===== src/common/arp_pkg.sv =====
// ~~~~~~~~~~~~~~~~~~~~~~~~~~~~~~~~~~~~~~~~~~~~~~~~~~
// Shared types and protocol constants for the ARP core.
// Imported by the handler, cache, resolver, arbiter and top,
// and by the testbench for the resolver state encoding.
// ~~~~~~~~~~~~~~~~~~~~~~~~~~~~~~~~~~~~~~~~~~~~~~~~~~

package arp_pkg;

    // address and field widths
    typedef logic [47:0] mac_addr_t;
    typedef logic [31:0] ip_addr_t;
    typedef logic [15:0] arp_oper_t;
    typedef logic [15:0] eth_type_t;

    // resolver FSM
    typedef enum logic [1:0] {
        RES_IDLE    = 2'd0,
        RES_QUERY   = 2'd1,
        RES_PENDING = 2'd2
    } resolver_state_t;

    // ARP over Ethernet for IPv4
    localparam eth_type_t ETHERTYPE_ARP  = 16'h0806;
    localparam arp_oper_t HTYPE_ETHERNET = 16'h0001;
    localparam arp_oper_t PTYPE_IPV4     = 16'h0800;

    // operation codes
    localparam arp_oper_t OPER_REQUEST = 16'h0001;
    localparam arp_oper_t OPER_REPLY   = 16'h0002;

    // special addresses
    localparam mac_addr_t MAC_BROADCAST = 48'hffff_ffff_ffff;
    localparam mac_addr_t MAC_ZERO      = 48'h0000_0000_0000;
    localparam ip_addr_t  IP_BROADCAST  = 32'hffff_ffff;

endpackage


===== src/arp/arp_frame_handler.sv =====
// ~~~~~~~~~~~~~~~~~~~~~~~~~~~~~~~~~~~~~~~~~~~~~~~~~~
// Incoming ARP frame handler. Checks the protocol fields of
// each parsed frame, learns the sender pair into the cache
// and raises a reply for requests aimed at the local IP.
// ~~~~~~~~~~~~~~~~~~~~~~~~~~~~~~~~~~~~~~~~~~~~~~~~~~

`timescale 1ns/1ns

module arp_frame_handler (
    input  logic               clk,
    input  logic               rst_n,
    input  arp_pkg::ip_addr_t  local_ip,
    input  logic               rx_valid,
    input  arp_pkg::mac_addr_t rx_eth_src_mac,
    input  arp_pkg::eth_type_t rx_eth_type,
    input  arp_pkg::arp_oper_t rx_htype,
    input  arp_pkg::arp_oper_t rx_ptype,
    input  arp_pkg::arp_oper_t rx_oper,
    input  arp_pkg::mac_addr_t rx_sha,
    input  arp_pkg::ip_addr_t  rx_spa,
    input  arp_pkg::ip_addr_t  rx_tpa,
    output logic               wr_valid,
    output arp_pkg::ip_addr_t  wr_ip,
    output arp_pkg::mac_addr_t wr_mac,
    output logic               reply_valid,
    output arp_pkg::mac_addr_t reply_dest_mac,
    output arp_pkg::ip_addr_t  reply_tpa
);
    import arp_pkg::*;

    logic frame_ok;
    logic is_local_req;

    assign frame_ok = rx_valid && rx_eth_type == ETHERTYPE_ARP &&
                      rx_htype == HTYPE_ETHERNET && rx_ptype == PTYPE_IPV4;
    assign is_local_req = rx_oper == OPER_REQUEST && rx_tpa == local_ip;

    always_ff @(posedge clk or negedge rst_n) begin
        if (!rst_n) begin
            wr_valid    <= 1'b0;
            reply_valid <= 1'b0;
        end else begin
            wr_valid    <= frame_ok;
            reply_valid <= frame_ok && is_local_req;
        end
    end

    // learned pair and reply addressing
    always_ff @(posedge clk) begin
        wr_ip          <= rx_spa;
        wr_mac         <= rx_sha;
        reply_dest_mac <= rx_eth_src_mac;
        reply_tpa      <= rx_spa;
    end

endmodule


===== src/arp/arp_cache.sv =====
// ~~~~~~~~~~~~~~~~~~~~~~~~~~~~~~~~~~~~~~~~~~~~~~~~~~
// Direct-mapped IP to MAC table. Indexed by the low IP bits;
// a write replaces the slot, a query answers one cycle later
// with hit/miss and the stored MAC.
// ~~~~~~~~~~~~~~~~~~~~~~~~~~~~~~~~~~~~~~~~~~~~~~~~~~

`timescale 1ns/1ns

module arp_cache #(
    parameter int CACHE_ADDR_WIDTH = 4
) (
    input  logic               clk,
    input  logic               rst_n,
    input  logic               wr_valid,
    input  arp_pkg::ip_addr_t  wr_ip,
    input  arp_pkg::mac_addr_t wr_mac,
    input  logic               query_valid,
    input  arp_pkg::ip_addr_t  query_ip,
    output logic               query_resp_valid,
    output logic               query_hit,
    output arp_pkg::mac_addr_t query_mac
);
    import arp_pkg::*;

    localparam int DEPTH = 1 << CACHE_ADDR_WIDTH;

    logic [DEPTH-1:0]            slot_valid;
    ip_addr_t                    ip_mem  [DEPTH];
    mac_addr_t                   mac_mem [DEPTH];
    logic [CACHE_ADDR_WIDTH-1:0] wr_idx;
    logic [CACHE_ADDR_WIDTH-1:0] rd_idx;

    assign wr_idx = wr_ip[CACHE_ADDR_WIDTH-1:0];
    assign rd_idx = query_ip[CACHE_ADDR_WIDTH-1:0];

    // valid bits and response strobe
    always_ff @(posedge clk or negedge rst_n) begin
        if (!rst_n) begin
            slot_valid       <= '0;
            query_resp_valid <= 1'b0;
        end else begin
            query_resp_valid <= query_valid;
            if (wr_valid) begin
                slot_valid[wr_idx] <= 1'b1;
            end
        end
    end

    always_ff @(posedge clk) begin
        if (wr_valid) begin
            ip_mem[wr_idx]  <= wr_ip;
            mac_mem[wr_idx] <= wr_mac;
        end
    end

    // stored IP must match, the index alone aliases
    always_ff @(posedge clk) begin
        query_hit <= slot_valid[rd_idx] && ip_mem[rd_idx] == query_ip;
        query_mac <= mac_mem[rd_idx];
    end

endmodule


===== src/arp/arp_resolver.sv =====
// ~~~~~~~~~~~~~~~~~~~~~~~~~~~~~~~~~~~~~~~~~~~~~~~~~~
// Lookup FSM. Answers broadcasts at once, queries the cache
// for on-subnet IPs or the gateway, and on a miss sends paced
// request frames until a hit or the final timeout.
// ~~~~~~~~~~~~~~~~~~~~~~~~~~~~~~~~~~~~~~~~~~~~~~~~~~

`timescale 1ns/1ns

module arp_resolver #(
    parameter int RETRY_COUNT     = 3,
    parameter int RETRY_INTERVAL  = 64,
    parameter int REQUEST_TIMEOUT = 256
) (
    input  logic               clk,
    input  logic               rst_n,
    input  arp_pkg::ip_addr_t  gateway_ip,
    input  arp_pkg::ip_addr_t  subnet_mask,
    input  logic               request_valid,
    input  arp_pkg::ip_addr_t  request_ip,
    input  logic               query_resp_valid,
    input  logic               query_hit,
    input  arp_pkg::mac_addr_t query_mac,
    output logic               request_ready,
    output logic               response_valid,
    output logic               response_error,
    output arp_pkg::mac_addr_t response_mac,
    output logic               query_valid,
    output arp_pkg::ip_addr_t  query_ip,
    output logic               req_frame_valid,
    output arp_pkg::ip_addr_t  req_frame_tpa
);
    import arp_pkg::*;

    localparam int TIMER_MAX = (REQUEST_TIMEOUT > RETRY_INTERVAL) ?
                               REQUEST_TIMEOUT : RETRY_INTERVAL;
    localparam int TIMER_W   = $clog2(TIMER_MAX + 1);
    localparam int CNT_W     = $clog2(RETRY_COUNT + 1);

    // loaded one short so frames land exactly an interval apart
    localparam logic [TIMER_W-1:0] INTERVAL_LOAD = TIMER_W'(RETRY_INTERVAL - 1);
    localparam logic [TIMER_W-1:0] TIMEOUT_LOAD  = TIMER_W'(REQUEST_TIMEOUT - 1);

    resolver_state_t    state, state_next;
    ip_addr_t           lookup_ip, lookup_ip_next;
    logic [CNT_W-1:0]   retries_left, retries_left_next;
    logic [TIMER_W-1:0] timer, timer_next;
    logic               query_valid_next;
    logic               req_frame_valid_next;
    logic               response_valid_next;
    logic               response_error_next;
    mac_addr_t          response_mac_next;
    logic               accept;
    logic               on_subnet;
    logic               is_bcast;

    assign accept    = request_valid && request_ready;
    assign on_subnet = ((request_ip ^ gateway_ip) & subnet_mask) == '0;
    // global broadcast, or host bits all set within our subnet
    assign is_bcast  = request_ip == IP_BROADCAST ||
                       (on_subnet && (request_ip | subnet_mask) == IP_BROADCAST);

    assign query_ip      = lookup_ip;
    assign req_frame_tpa = lookup_ip;

    always_comb begin
        state_next           = state;
        lookup_ip_next       = lookup_ip;
        retries_left_next    = retries_left;
        timer_next           = timer;
        query_valid_next     = 1'b0;
        req_frame_valid_next = 1'b0;
        response_valid_next  = 1'b0;
        response_error_next  = 1'b0;
        response_mac_next    = MAC_ZERO;

        case (state)
            RES_IDLE: begin
                if (accept && is_bcast) begin
                    response_valid_next = 1'b1;
                    response_mac_next   = MAC_BROADCAST;
                end else if (accept) begin
                    lookup_ip_next   = on_subnet ? request_ip : gateway_ip;
                    query_valid_next = 1'b1;
                    state_next       = RES_QUERY;
                end
            end
            RES_QUERY: begin
                if (query_resp_valid && query_hit) begin
                    response_valid_next = 1'b1;
                    response_mac_next   = query_mac;
                    state_next          = RES_IDLE;
                end else if (query_resp_valid) begin
                    // miss, first request frame goes out now
                    req_frame_valid_next = 1'b1;
                    query_valid_next     = 1'b1;
                    retries_left_next    = CNT_W'(RETRY_COUNT - 1);
                    timer_next           = (RETRY_COUNT > 1) ? INTERVAL_LOAD : TIMEOUT_LOAD;
                    state_next           = RES_PENDING;
                end
            end
            RES_PENDING: begin
                query_valid_next = 1'b1;
                timer_next       = timer - 1'b1;
                if (query_resp_valid && query_hit) begin
                    query_valid_next    = 1'b0;
                    response_valid_next = 1'b1;
                    response_mac_next   = query_mac;
                    state_next          = RES_IDLE;
                end else if (timer == '0 && retries_left != '0) begin
                    req_frame_valid_next = 1'b1;
                    retries_left_next    = retries_left - 1'b1;
                    timer_next           = (retries_left > 1) ? INTERVAL_LOAD : TIMEOUT_LOAD;
                end else if (timer == '0) begin
                    // out of retries
                    query_valid_next    = 1'b0;
                    response_valid_next = 1'b1;
                    response_error_next = 1'b1;
                    state_next          = RES_IDLE;
                end
            end
            default: state_next = RES_IDLE;
        endcase
    end

    always_ff @(posedge clk or negedge rst_n) begin
        if (!rst_n) begin
            state           <= RES_IDLE;
            request_ready   <= 1'b0;
            query_valid     <= 1'b0;
            req_frame_valid <= 1'b0;
            response_valid  <= 1'b0;
            retries_left    <= '0;
            timer           <= '0;
        end else begin
            state           <= state_next;
            request_ready   <= state_next == RES_IDLE;
            query_valid     <= query_valid_next;
            req_frame_valid <= req_frame_valid_next;
            response_valid  <= response_valid_next;
            retries_left    <= retries_left_next;
            timer           <= timer_next;
        end
    end

    always_ff @(posedge clk) begin
        lookup_ip      <= lookup_ip_next;
        response_error <= response_error_next;
        response_mac   <= response_mac_next;
    end

endmodule


===== src/arp/arp_tx_arbiter.sv =====
// ~~~~~~~~~~~~~~~~~~~~~~~~~~~~~~~~~~~~~~~~~~~~~~~~~~
// Merges replies and request frames into one registered tx
// strobe. Requests win; a colliding reply waits in a
// one-entry hold and leaves on the next cycle.
// ~~~~~~~~~~~~~~~~~~~~~~~~~~~~~~~~~~~~~~~~~~~~~~~~~~

`timescale 1ns/1ns

module arp_tx_arbiter (
    input  logic               clk,
    input  logic               rst_n,
    input  logic               reply_valid,
    input  arp_pkg::mac_addr_t reply_dest_mac,
    input  arp_pkg::ip_addr_t  reply_tpa,
    input  logic               req_frame_valid,
    input  arp_pkg::ip_addr_t  req_frame_tpa,
    output logic               tx_valid,
    output arp_pkg::mac_addr_t tx_dest_mac,
    output arp_pkg::arp_oper_t tx_oper,
    output arp_pkg::mac_addr_t tx_tha,
    output arp_pkg::ip_addr_t  tx_tpa
);
    import arp_pkg::*;

    logic      hold_valid;
    mac_addr_t hold_mac;
    ip_addr_t  hold_tpa;
    logic      send_hold;
    logic      load_hold;

    // held reply is older than any new one, so it goes first
    assign send_hold = hold_valid && !req_frame_valid;
    assign load_hold = reply_valid && (req_frame_valid || hold_valid);

    always_ff @(posedge clk or negedge rst_n) begin
        if (!rst_n) begin
            tx_valid   <= 1'b0;
            hold_valid <= 1'b0;
        end else begin
            tx_valid   <= req_frame_valid || hold_valid || reply_valid;
            hold_valid <= load_hold || (hold_valid && req_frame_valid);
        end
    end

    always_ff @(posedge clk) begin
        if (load_hold) begin
            hold_mac <= reply_dest_mac;
            hold_tpa <= reply_tpa;
        end
        if (req_frame_valid) begin
            tx_dest_mac <= MAC_BROADCAST;
            tx_oper     <= OPER_REQUEST;
            tx_tha      <= MAC_ZERO;
            tx_tpa      <= req_frame_tpa;
        end else begin
            // reply target MAC is the destination MAC
            tx_dest_mac <= send_hold ? hold_mac : reply_dest_mac;
            tx_oper     <= OPER_REPLY;
            tx_tha      <= send_hold ? hold_mac : reply_dest_mac;
            tx_tpa      <= send_hold ? hold_tpa : reply_tpa;
        end
    end

endmodule


===== src/arp/arp_top.sv =====
// ~~~~~~~~~~~~~~~~~~~~~~~~~~~~~~~~~~~~~~~~~~~~~~~~~~
// ARP address-resolution core on parsed frame fields.
// Wires the frame handler, cache, resolver and tx arbiter;
// tx sender fields are local_mac and local_ip downstream.
// ~~~~~~~~~~~~~~~~~~~~~~~~~~~~~~~~~~~~~~~~~~~~~~~~~~

`timescale 1ns/1ns

module arp_top #(
    parameter int CACHE_ADDR_WIDTH = 4,
    parameter int RETRY_COUNT      = 3,
    parameter int RETRY_INTERVAL   = 64,
    parameter int REQUEST_TIMEOUT  = 256
) (
    input  logic               clk,
    input  logic               rst_n,
    input  logic               rx_valid,
    input  arp_pkg::mac_addr_t rx_eth_src_mac,
    input  arp_pkg::eth_type_t rx_eth_type,
    input  arp_pkg::arp_oper_t rx_htype,
    input  arp_pkg::arp_oper_t rx_ptype,
    input  arp_pkg::arp_oper_t rx_oper,
    input  arp_pkg::mac_addr_t rx_sha,
    input  arp_pkg::ip_addr_t  rx_spa,
    input  arp_pkg::ip_addr_t  rx_tpa,
    output logic               tx_valid,
    output arp_pkg::mac_addr_t tx_dest_mac,
    output arp_pkg::arp_oper_t tx_oper,
    output arp_pkg::mac_addr_t tx_tha,
    output arp_pkg::ip_addr_t  tx_tpa,
    input  logic               request_valid,
    input  arp_pkg::ip_addr_t  request_ip,
    output logic               request_ready,
    output logic               response_valid,
    output logic               response_error,
    output arp_pkg::mac_addr_t response_mac,
    // sender MAC paired with tx frames by the serializer
    input  arp_pkg::mac_addr_t local_mac,
    input  arp_pkg::ip_addr_t  local_ip,
    input  arp_pkg::ip_addr_t  gateway_ip,
    input  arp_pkg::ip_addr_t  subnet_mask
);
    import arp_pkg::*;

    logic      wr_valid, reply_valid, query_valid, query_resp_valid;
    logic      query_hit, req_frame_valid;
    ip_addr_t  wr_ip, reply_tpa, query_ip, req_frame_tpa;
    mac_addr_t wr_mac, reply_dest_mac, query_mac;

    arp_frame_handler i_frame_handler (
        .clk, .rst_n, .local_ip,
        .rx_valid, .rx_eth_src_mac, .rx_eth_type, .rx_htype, .rx_ptype,
        .rx_oper, .rx_sha, .rx_spa, .rx_tpa,
        .wr_valid, .wr_ip, .wr_mac,
        .reply_valid, .reply_dest_mac, .reply_tpa
    );

    arp_cache #(.CACHE_ADDR_WIDTH(CACHE_ADDR_WIDTH)) i_cache (
        .clk, .rst_n, .wr_valid, .wr_ip, .wr_mac,
        .query_valid, .query_ip, .query_resp_valid, .query_hit, .query_mac
    );

    arp_resolver #(
        .RETRY_COUNT    (RETRY_COUNT),
        .RETRY_INTERVAL (RETRY_INTERVAL),
        .REQUEST_TIMEOUT(REQUEST_TIMEOUT)
    ) i_resolver (
        .clk, .rst_n, .gateway_ip, .subnet_mask,
        .request_valid, .request_ip,
        .query_resp_valid, .query_hit, .query_mac,
        .request_ready, .response_valid, .response_error, .response_mac,
        .query_valid, .query_ip, .req_frame_valid, .req_frame_tpa
    );

    arp_tx_arbiter i_tx_arbiter (
        .clk, .rst_n,
        .reply_valid, .reply_dest_mac, .reply_tpa,
        .req_frame_valid, .req_frame_tpa,
        .tx_valid, .tx_dest_mac, .tx_oper, .tx_tha, .tx_tpa
    );

endmodule


===== config.mk =====
export PLATFORM = sky130hd
export DESIGN_NAME = arp_top
export DESIGN_NICKNAME = d
export VERILOG_FILES = /design/src/common/arp_pkg.sv /design/src/arp/arp_frame_handler.sv /design/src/arp/arp_cache.sv /design/src/arp/arp_resolver.sv /design/src/arp/arp_tx_arbiter.sv /design/src/arp/arp_top.sv
export SDC_FILE = /design/constraint.sdc
export NUM_CORES = 1
export LEC_CHECK = 0
export BUFFER_PORTS_ARGS = -buffer_cell sky130_fd_sc_hd__buf_2
export CORE_ASPECT_RATIO = 0.75
export CORE_MARGIN = 2
export CORE_UTILIZATION = 49
export CTS_CLUSTER_SIZE = 8
export DETAILED_ROUTE_END_ITERATION = 8
export HOLD_SLACK_MARGIN = 0.03
export PLACE_DENSITY = 0.68
export SLEW_MARGIN = 20
export SYNTH_ARGS = -nofsm -noshare
export SYNTH_HDL_FRONTEND = slang
export SYNTH_HIERARCHICAL = 1
export SYNTH_SLANG_ARGS = --single-unit

===== constraint.sdc =====
create_clock -name clk -period 8.2 [get_ports clk]
set_input_delay 0.82 -clock clk [delete_from_list [all_inputs] [get_ports clk]]
set_output_delay 0.82 -clock clk [all_outputs]
set_load 0.01 [all_outputs]

* Word level (Yosys, flattened, before mapping) *
Memories as Yosys holds them, arrays and structs flattened. A register that Yosys moved wholly into a read port is not among the register bits.
Index checks and enable logic that the tools add are counted.

operators by class
  add/subtract/negate cells = 2
  magnitude comparators = 4
  equal/unequal tests = 14
  multiplexer cells = 51
  bitwise operators = 6
  reduce and logical (&&, ||, !) cells = 31

operators by type and width
  cell                  number
  $mux 48               3
  $mux 32               3
  $pmux 48 s2           1
  $eq 32x32->1          2
  $eq 32x32->1 const B  2
  $mux 9                4
  $and 32x32->32        1
  $eq 16x1->1 const B   2
  $eq 16x12->1 const B  2
  $logic_not 32->1      1
  $or 32x32->32         1
  $xor 32x32->32        1
  $mux 2                12
  $mux 1                18
  $pmux 9 s2            1
  $or 16x16->16         1
  $logic_and 1x1->1     15
  $lt 4x5->1 const B    2
  $logic_not 9->1       1
  $sub 9x1->9 const B   1
  $mux 8                1
  $ne 2x2->1 const B    3
  $pmux 1 s3            2
  $pmux 2 s3            1
  other kinds (19)      27

storage, ports and cells
  register bits = 458
  bits in writable memories = 1280
  logic and storage cells = 136
  memories kept = 2

memory list
  memory           words  width  read ports  clocked after Yosys merged registers in  write ports  RTL line         text
  i_cache.mac_mem  16     48     1           1                                        1            arp_cache.sv:29  mac_addr_t mac_mem [DEPTH];
  i_cache.ip_mem   16     32     1           1                                        1            arp_cache.sv:28  ip_addr_t ip_mem [DEPTH];

* Depth between registers and ports, before layout *
  depth after elaboration = 9
  mapped depth = 12
  mapped depth without buffers = 8

* Modules after synthesis *
Netlist, hierarchy kept.

modules (own cells, without submodules)
  module             times used  cells each  area an instance (um^2)  seq. area each (um^2)
  arp_cache          1           2092        50365.8                  39843.2
  arp_tx_arbiter     1           498         6807.8                   5054.8
  arp_resolver       1           479         4902.2                   2367.3
  arp_frame_handler  1           228         3383.2                   2612.5

* Worst setup path before layout *
OpenSTA, ideal clock, no wires.

  path type = register to register
  from = reg i_frame_handler.wr_ip[2]
  to = reg i_cache.slot_valid[0]
  library setup time = 99 ps
  data arrival time = 7024 ps
  setup slack = 1077 ps
  cell stages (with the launch flop) = 5
  clock period less this slack = 7123 ps
  cells stage by stage = dfxtp_1 > buf_4 > or3b_2 > nor3_1 > or2_2

between the ends
  cells in the longest elaborated chain, start to end = 5
  elaborated cells between the ends (all ways) = 6
  classes of those cells = 2 x order compare; 2 x mux; 1 x bitwise; 1 x reduce/logical

ends and longest elaborated chain
  what                                                            RTL line                 text
  start, declared                                                 arp_frame_handler.sv:23  output arp_pkg::ip_addr_t wr_ip,
  start signal, assigned                                          arp_frame_handler.sv:50  wr_ip <= rx_spa;
  $lt 4x5->1 (not written as such) or $ge 4x1->1 (tied branches)  arp_cache.sv:44          slot_valid[wr_idx] <= 1'b1;
  $logic_and 1x1->1 (not written as such)                         arp_cache.sv:44
  $mux 1 (not written as such)                                    arp_cache.sv:44
  $demux 1 s4 *                                                   --
  $or 16x16->16 (no line) *                                       --
  end signal, assigned                                            arp_cache.sv:39          slot_valid <= '0;
  end signal, assigned by index                                   arp_cache.sv:44
  end, declared                                                   arp_cache.sv:27          logic [DEPTH-1:0] slot_valid;

Every way passes the cells marked *; elsewhere a longest branch is shown, timed or not.
A chain may end at the register's enable or synchronous reset.

* Worst setup path after layout *
  from = reg i_resolver.lookup_ip[0] (netlist: i_resolver/query_ip[0])
  to = reg i_cache.query_hit

between the ends
  cells in the longest elaborated chain, start to end = 3
  elaborated cells between the ends (all ways) = 4
  classes of those cells = 1 x eq/ne; 2 x mux; 1 x reduce/logical

ends and longest elaborated chain
  what                          RTL line             text
  start, declared               arp_resolver.sv:44   ip_addr_t lookup_ip, lookup_ip_next;
  start signal, assigned        arp_resolver.sv:146  lookup_ip <= lookup_ip_next;
  $bmux 1 s4                    arp_cache.sv:58      query_hit <= slot_valid[rd_idx] && ip_mem[rd_idx] == query_ip;
  $mux 1 (not written as such)  arp_cache.sv:58
  $logic_and 1x1->1 *           arp_cache.sv:58
  end signal, assigned          arp_cache.sv:58
  end, declared                 arp_cache.sv:20      output logic query_hit,

Every way passes the cells marked *; elsewhere a longest branch is shown, timed or not. The select of a mux whose other input is x is not followed.

==> results.txt <==
dpl ws: 3.54 ns
TritonCTS clock tree: yes
CP endpoint kind: flop
Tot GR Track Use: 0.247
Fin Setup TNS: 0 ns
synthesized area per cell: 19.9 sq um
most frequent cells in the layout: edfxtp_1 (1392), buf_2 (536), dfxtp_1 (356)
pins over their slew limit: 0
synthesis-to-layout area growth: 17.6%
Rows: 116
WL per Instance: 28.6 um
Final Skew: 0.0388 ns
PostCTS Resize Cnt: 0
Setup Viol. Count Final: 0
nets: 4348
WP data arrival: 5.32 ns
Post-synth EDFFs: 1392
largest net degree at the start of global routing: 129
Final Worst Setup Slack: 3.66 ns
CP delay by family, top: buffers and inverters
mapped cell area: 65500 sq um
Synth Register Bits: 1786
unrepaired setup endpoints after global routing: false
CTS sink cnt: 1786
CTS Buf Count: 241
Max-Cap Viols: 0
area of the multi-input gates: 14300 sq um
Final HPWL DP: 101 mm
Largest stage delay, worst path: 0.80 ns
f_max: 220 MHz
Worst Setup SP: i_resolver/query_ip[0]
LEAKAGE: 26.5 nW
post-synth top area share: 0.639
Die H: 321 um
post-synthesis cell count: 3297
Die Width: 426 um
Vias per Instance: 5.74
top_reg_cell synth: edfxtp_1
Top Ports: 600
full die area: 137000 sq um
RePlAce Congestion: 0.925
status: finished clean
distinct cell type count after synthesis: 77
crit path time final: 4.54 ns
Synth Warn #: 6
layout cells sized above 1: 0.315
Critical-path top delay cell: edfxtp_1
Longest Clk Path Bufs: 3
fillers: 9773
CP Cell Sequence: buf_4 > buf_4 > mux4_2 > mux2i_1 > a21oi_1 > xor2_1 > nor4_1 > and4_1
Initial Util: 0.492
wirelength, routed: 170 mm
Port Buffers: 537
critical path class: reg -> reg
initial antenna violation count: 34
Clock Tree Root: clkbuf_16
via count: 34043
starting DRC count in detailed routing: 4210
H-tree depth: 4
first-pass GRT wire length: 240 mm
Max-slew headroom: 0.222
core area: 133000 sq um
Clock Pin Slew Worst Setup and Hold Paths: 0.05 ns
number of global-route vias before repair: 33464
commonest non-fill, non-tap cell in the layout: edfxtp_1
sequential area share after synthesis: 0.762
top cells by area, synth: edfxtp_1 (64%), mux4_2 (12%), dfxtp_1 (11%)
Async SR Flop Fraction: 0.0213
Crit Path Max Fanout: 40
CP required: 8.97 ns
Tightest Pin Transition: 1.16 ns
P per Cell Area: 253 nW/um^2
register area: 49900 sq um
Worst Path Buf+Inv: 2
detailed-route DRC error count: 0
grt ovf: 0
Startpoint Class: flop
maximum vdd drop: 195 uV
largest area contributor in the netlist: edfxtp_1
Detail Route Antenna Nets: 0
hold path startpoint: rx_spa[18]
DR pass1 iterations: 5
final hold violation count: 0
Period Utilization, post-route: 0.554
worst flop-to-flop path startpoint: i_resolver/query_ip[0]
crit-path most repeated cell: buf_4
Worst-Skew Late Latency: 0.84 ns
Worst Hold Class: in -> reg
-- sequential cells by signal, indices dropped and copies added (netlist names), 2 cells and up --
| register | cells |
|---|---|
| i_cache/mac_mem | 768 |
| i_cache/ip_mem | 512 |
| i_cache/query_mac | 48 |
| i_frame_handler/reply_dest_mac | 48 |
| i_frame_handler/wr_mac | 48 |
| i_resolver/response_mac | 48 |
| i_tx_arbiter/hold_mac | 48 |
| i_tx_arbiter/tx_dest_mac | 48 |
| i_tx_arbiter/tx_tha | 48 |
| i_frame_handler/wr_ip | 32 |
| i_resolver/query_ip | 32 |
| i_tx_arbiter/hold_tpa | 32 |
| i_tx_arbiter/tx_tpa | 32 |
| i_cache/slot_valid | 16 |
| i_resolver/timer | 9 |
| i_resolver/retries_left | 2 |
| i_resolver/state | 2 |
| i_tx_arbiter/tx_oper | 2 |
-- cell families after synthesis --
| family | synth area share |
|---|---|
| fa+ha+maj | 0.00170 |
| other cells | 0.0000573 |
| mux | 0.147 |
| flops | 0.762 |
| compound gates | 0.0231 |
| simple gates | 0.0323 |
| xor+xnor | 0.0115 |
| buf+inv | 0.0223 |
-- stage by stage --
step / instances / hold slack [ns] / cell area, sq um / utilization / total power [mW]
floorplan: 3310 / 0.331 / 65500 / - / 10.2
global placement: 5449 / 0.334 / 69700 / 0.524 / 10.4
global route: 5921 / 0.0550 / 77000 / 0.579 / 20.1
CTS: 5915 / 0.0303 / 76900 / 0.579 / 19.6
finish: 5933 / 0.0894 / 77000 / 0.579 / 19.5
detailed placement: 5449 / 0.344 / 69700 / 0.524 / 10.4
-- worst paths after layout --
kind / to / slack, ns / cells past startpoint
worst max-delay path: i_cache/query_hit / 3.66 / 8
worst min-delay path: i_frame_handler/wr_ip[18] / 0.09 / 1
worst max register to register: i_cache/query_hit / 3.66 / 8
worst min register to register: i_cache/query_resp_valid / 0.35 / 0
max in group asynchronous: i_resolver/req_frame_valid / 7.15 / 2
min in group asynchronous: i_cache/slot_valid[6] / 0.60 / 2
-- layer usage --
layer,global-route usage,part of all wire,up-vias
li1,-,-,14461
met1,0.365,0.42,17812
met2,0.360,0.46,1487
met3,0.0700,0.097,263
met4,0.0668,0.021,20
met5,0,0.00070,-
-- final cells by class --
| type | count | share of cell area |
|---|---|---|
| Clock inverter | 13 | 0.00345 |
| Antenna cell | 17 | 0.000553 |
| Multi-Input combinational cell | 1279 | 0.186 |
| Tap cell | 1770 | 0.0288 |
| Clock buffer | 440 | 0.0890 |
| Inverter | 14 | 0.000683 |
| Sequential cell | 1786 | 0.648 |
| Timing Repair Buffer | 614 | 0.0438 |
-- Yosys cell counts, drive strengths merged, types with 5 or more instances --
cell and number:
a2111oi 5, a211oi 7, a21oi 27, a22o 5, a22oi 29, a31oi 53, and2 7, and3 6
buf 178, clkbuf 53, dfrtp 38, dfxtp 356, edfxtp 1392, ha 8, inv 13, mux2 39
mux2i 125, mux4 352, nand2 160, nand2b 13, nand3 18, nand4 28, nor2 88, nor2b 13
nor3 17, nor4 22, nor4b 7, o21a 5, o21ai 45, o22ai 24, or2 18, or3 5
xnor2 42, xor2 44
-- what timing repair did --
item | 4_1_cts | 5_1_grt
hold buffers | 13 | 1
endpoints found under the hold margin | 13 | 35
buffers inserted | 0 | 0
-- report_power, final --
group | switching, mW | internal, mW
Sequential | 0.108 | 9.83
Clock | 3.67 | 5.59
Combinational | 0.183 | 0.133
Total | 3.96 | 15.6
Power figures use the tool's default switching activity.
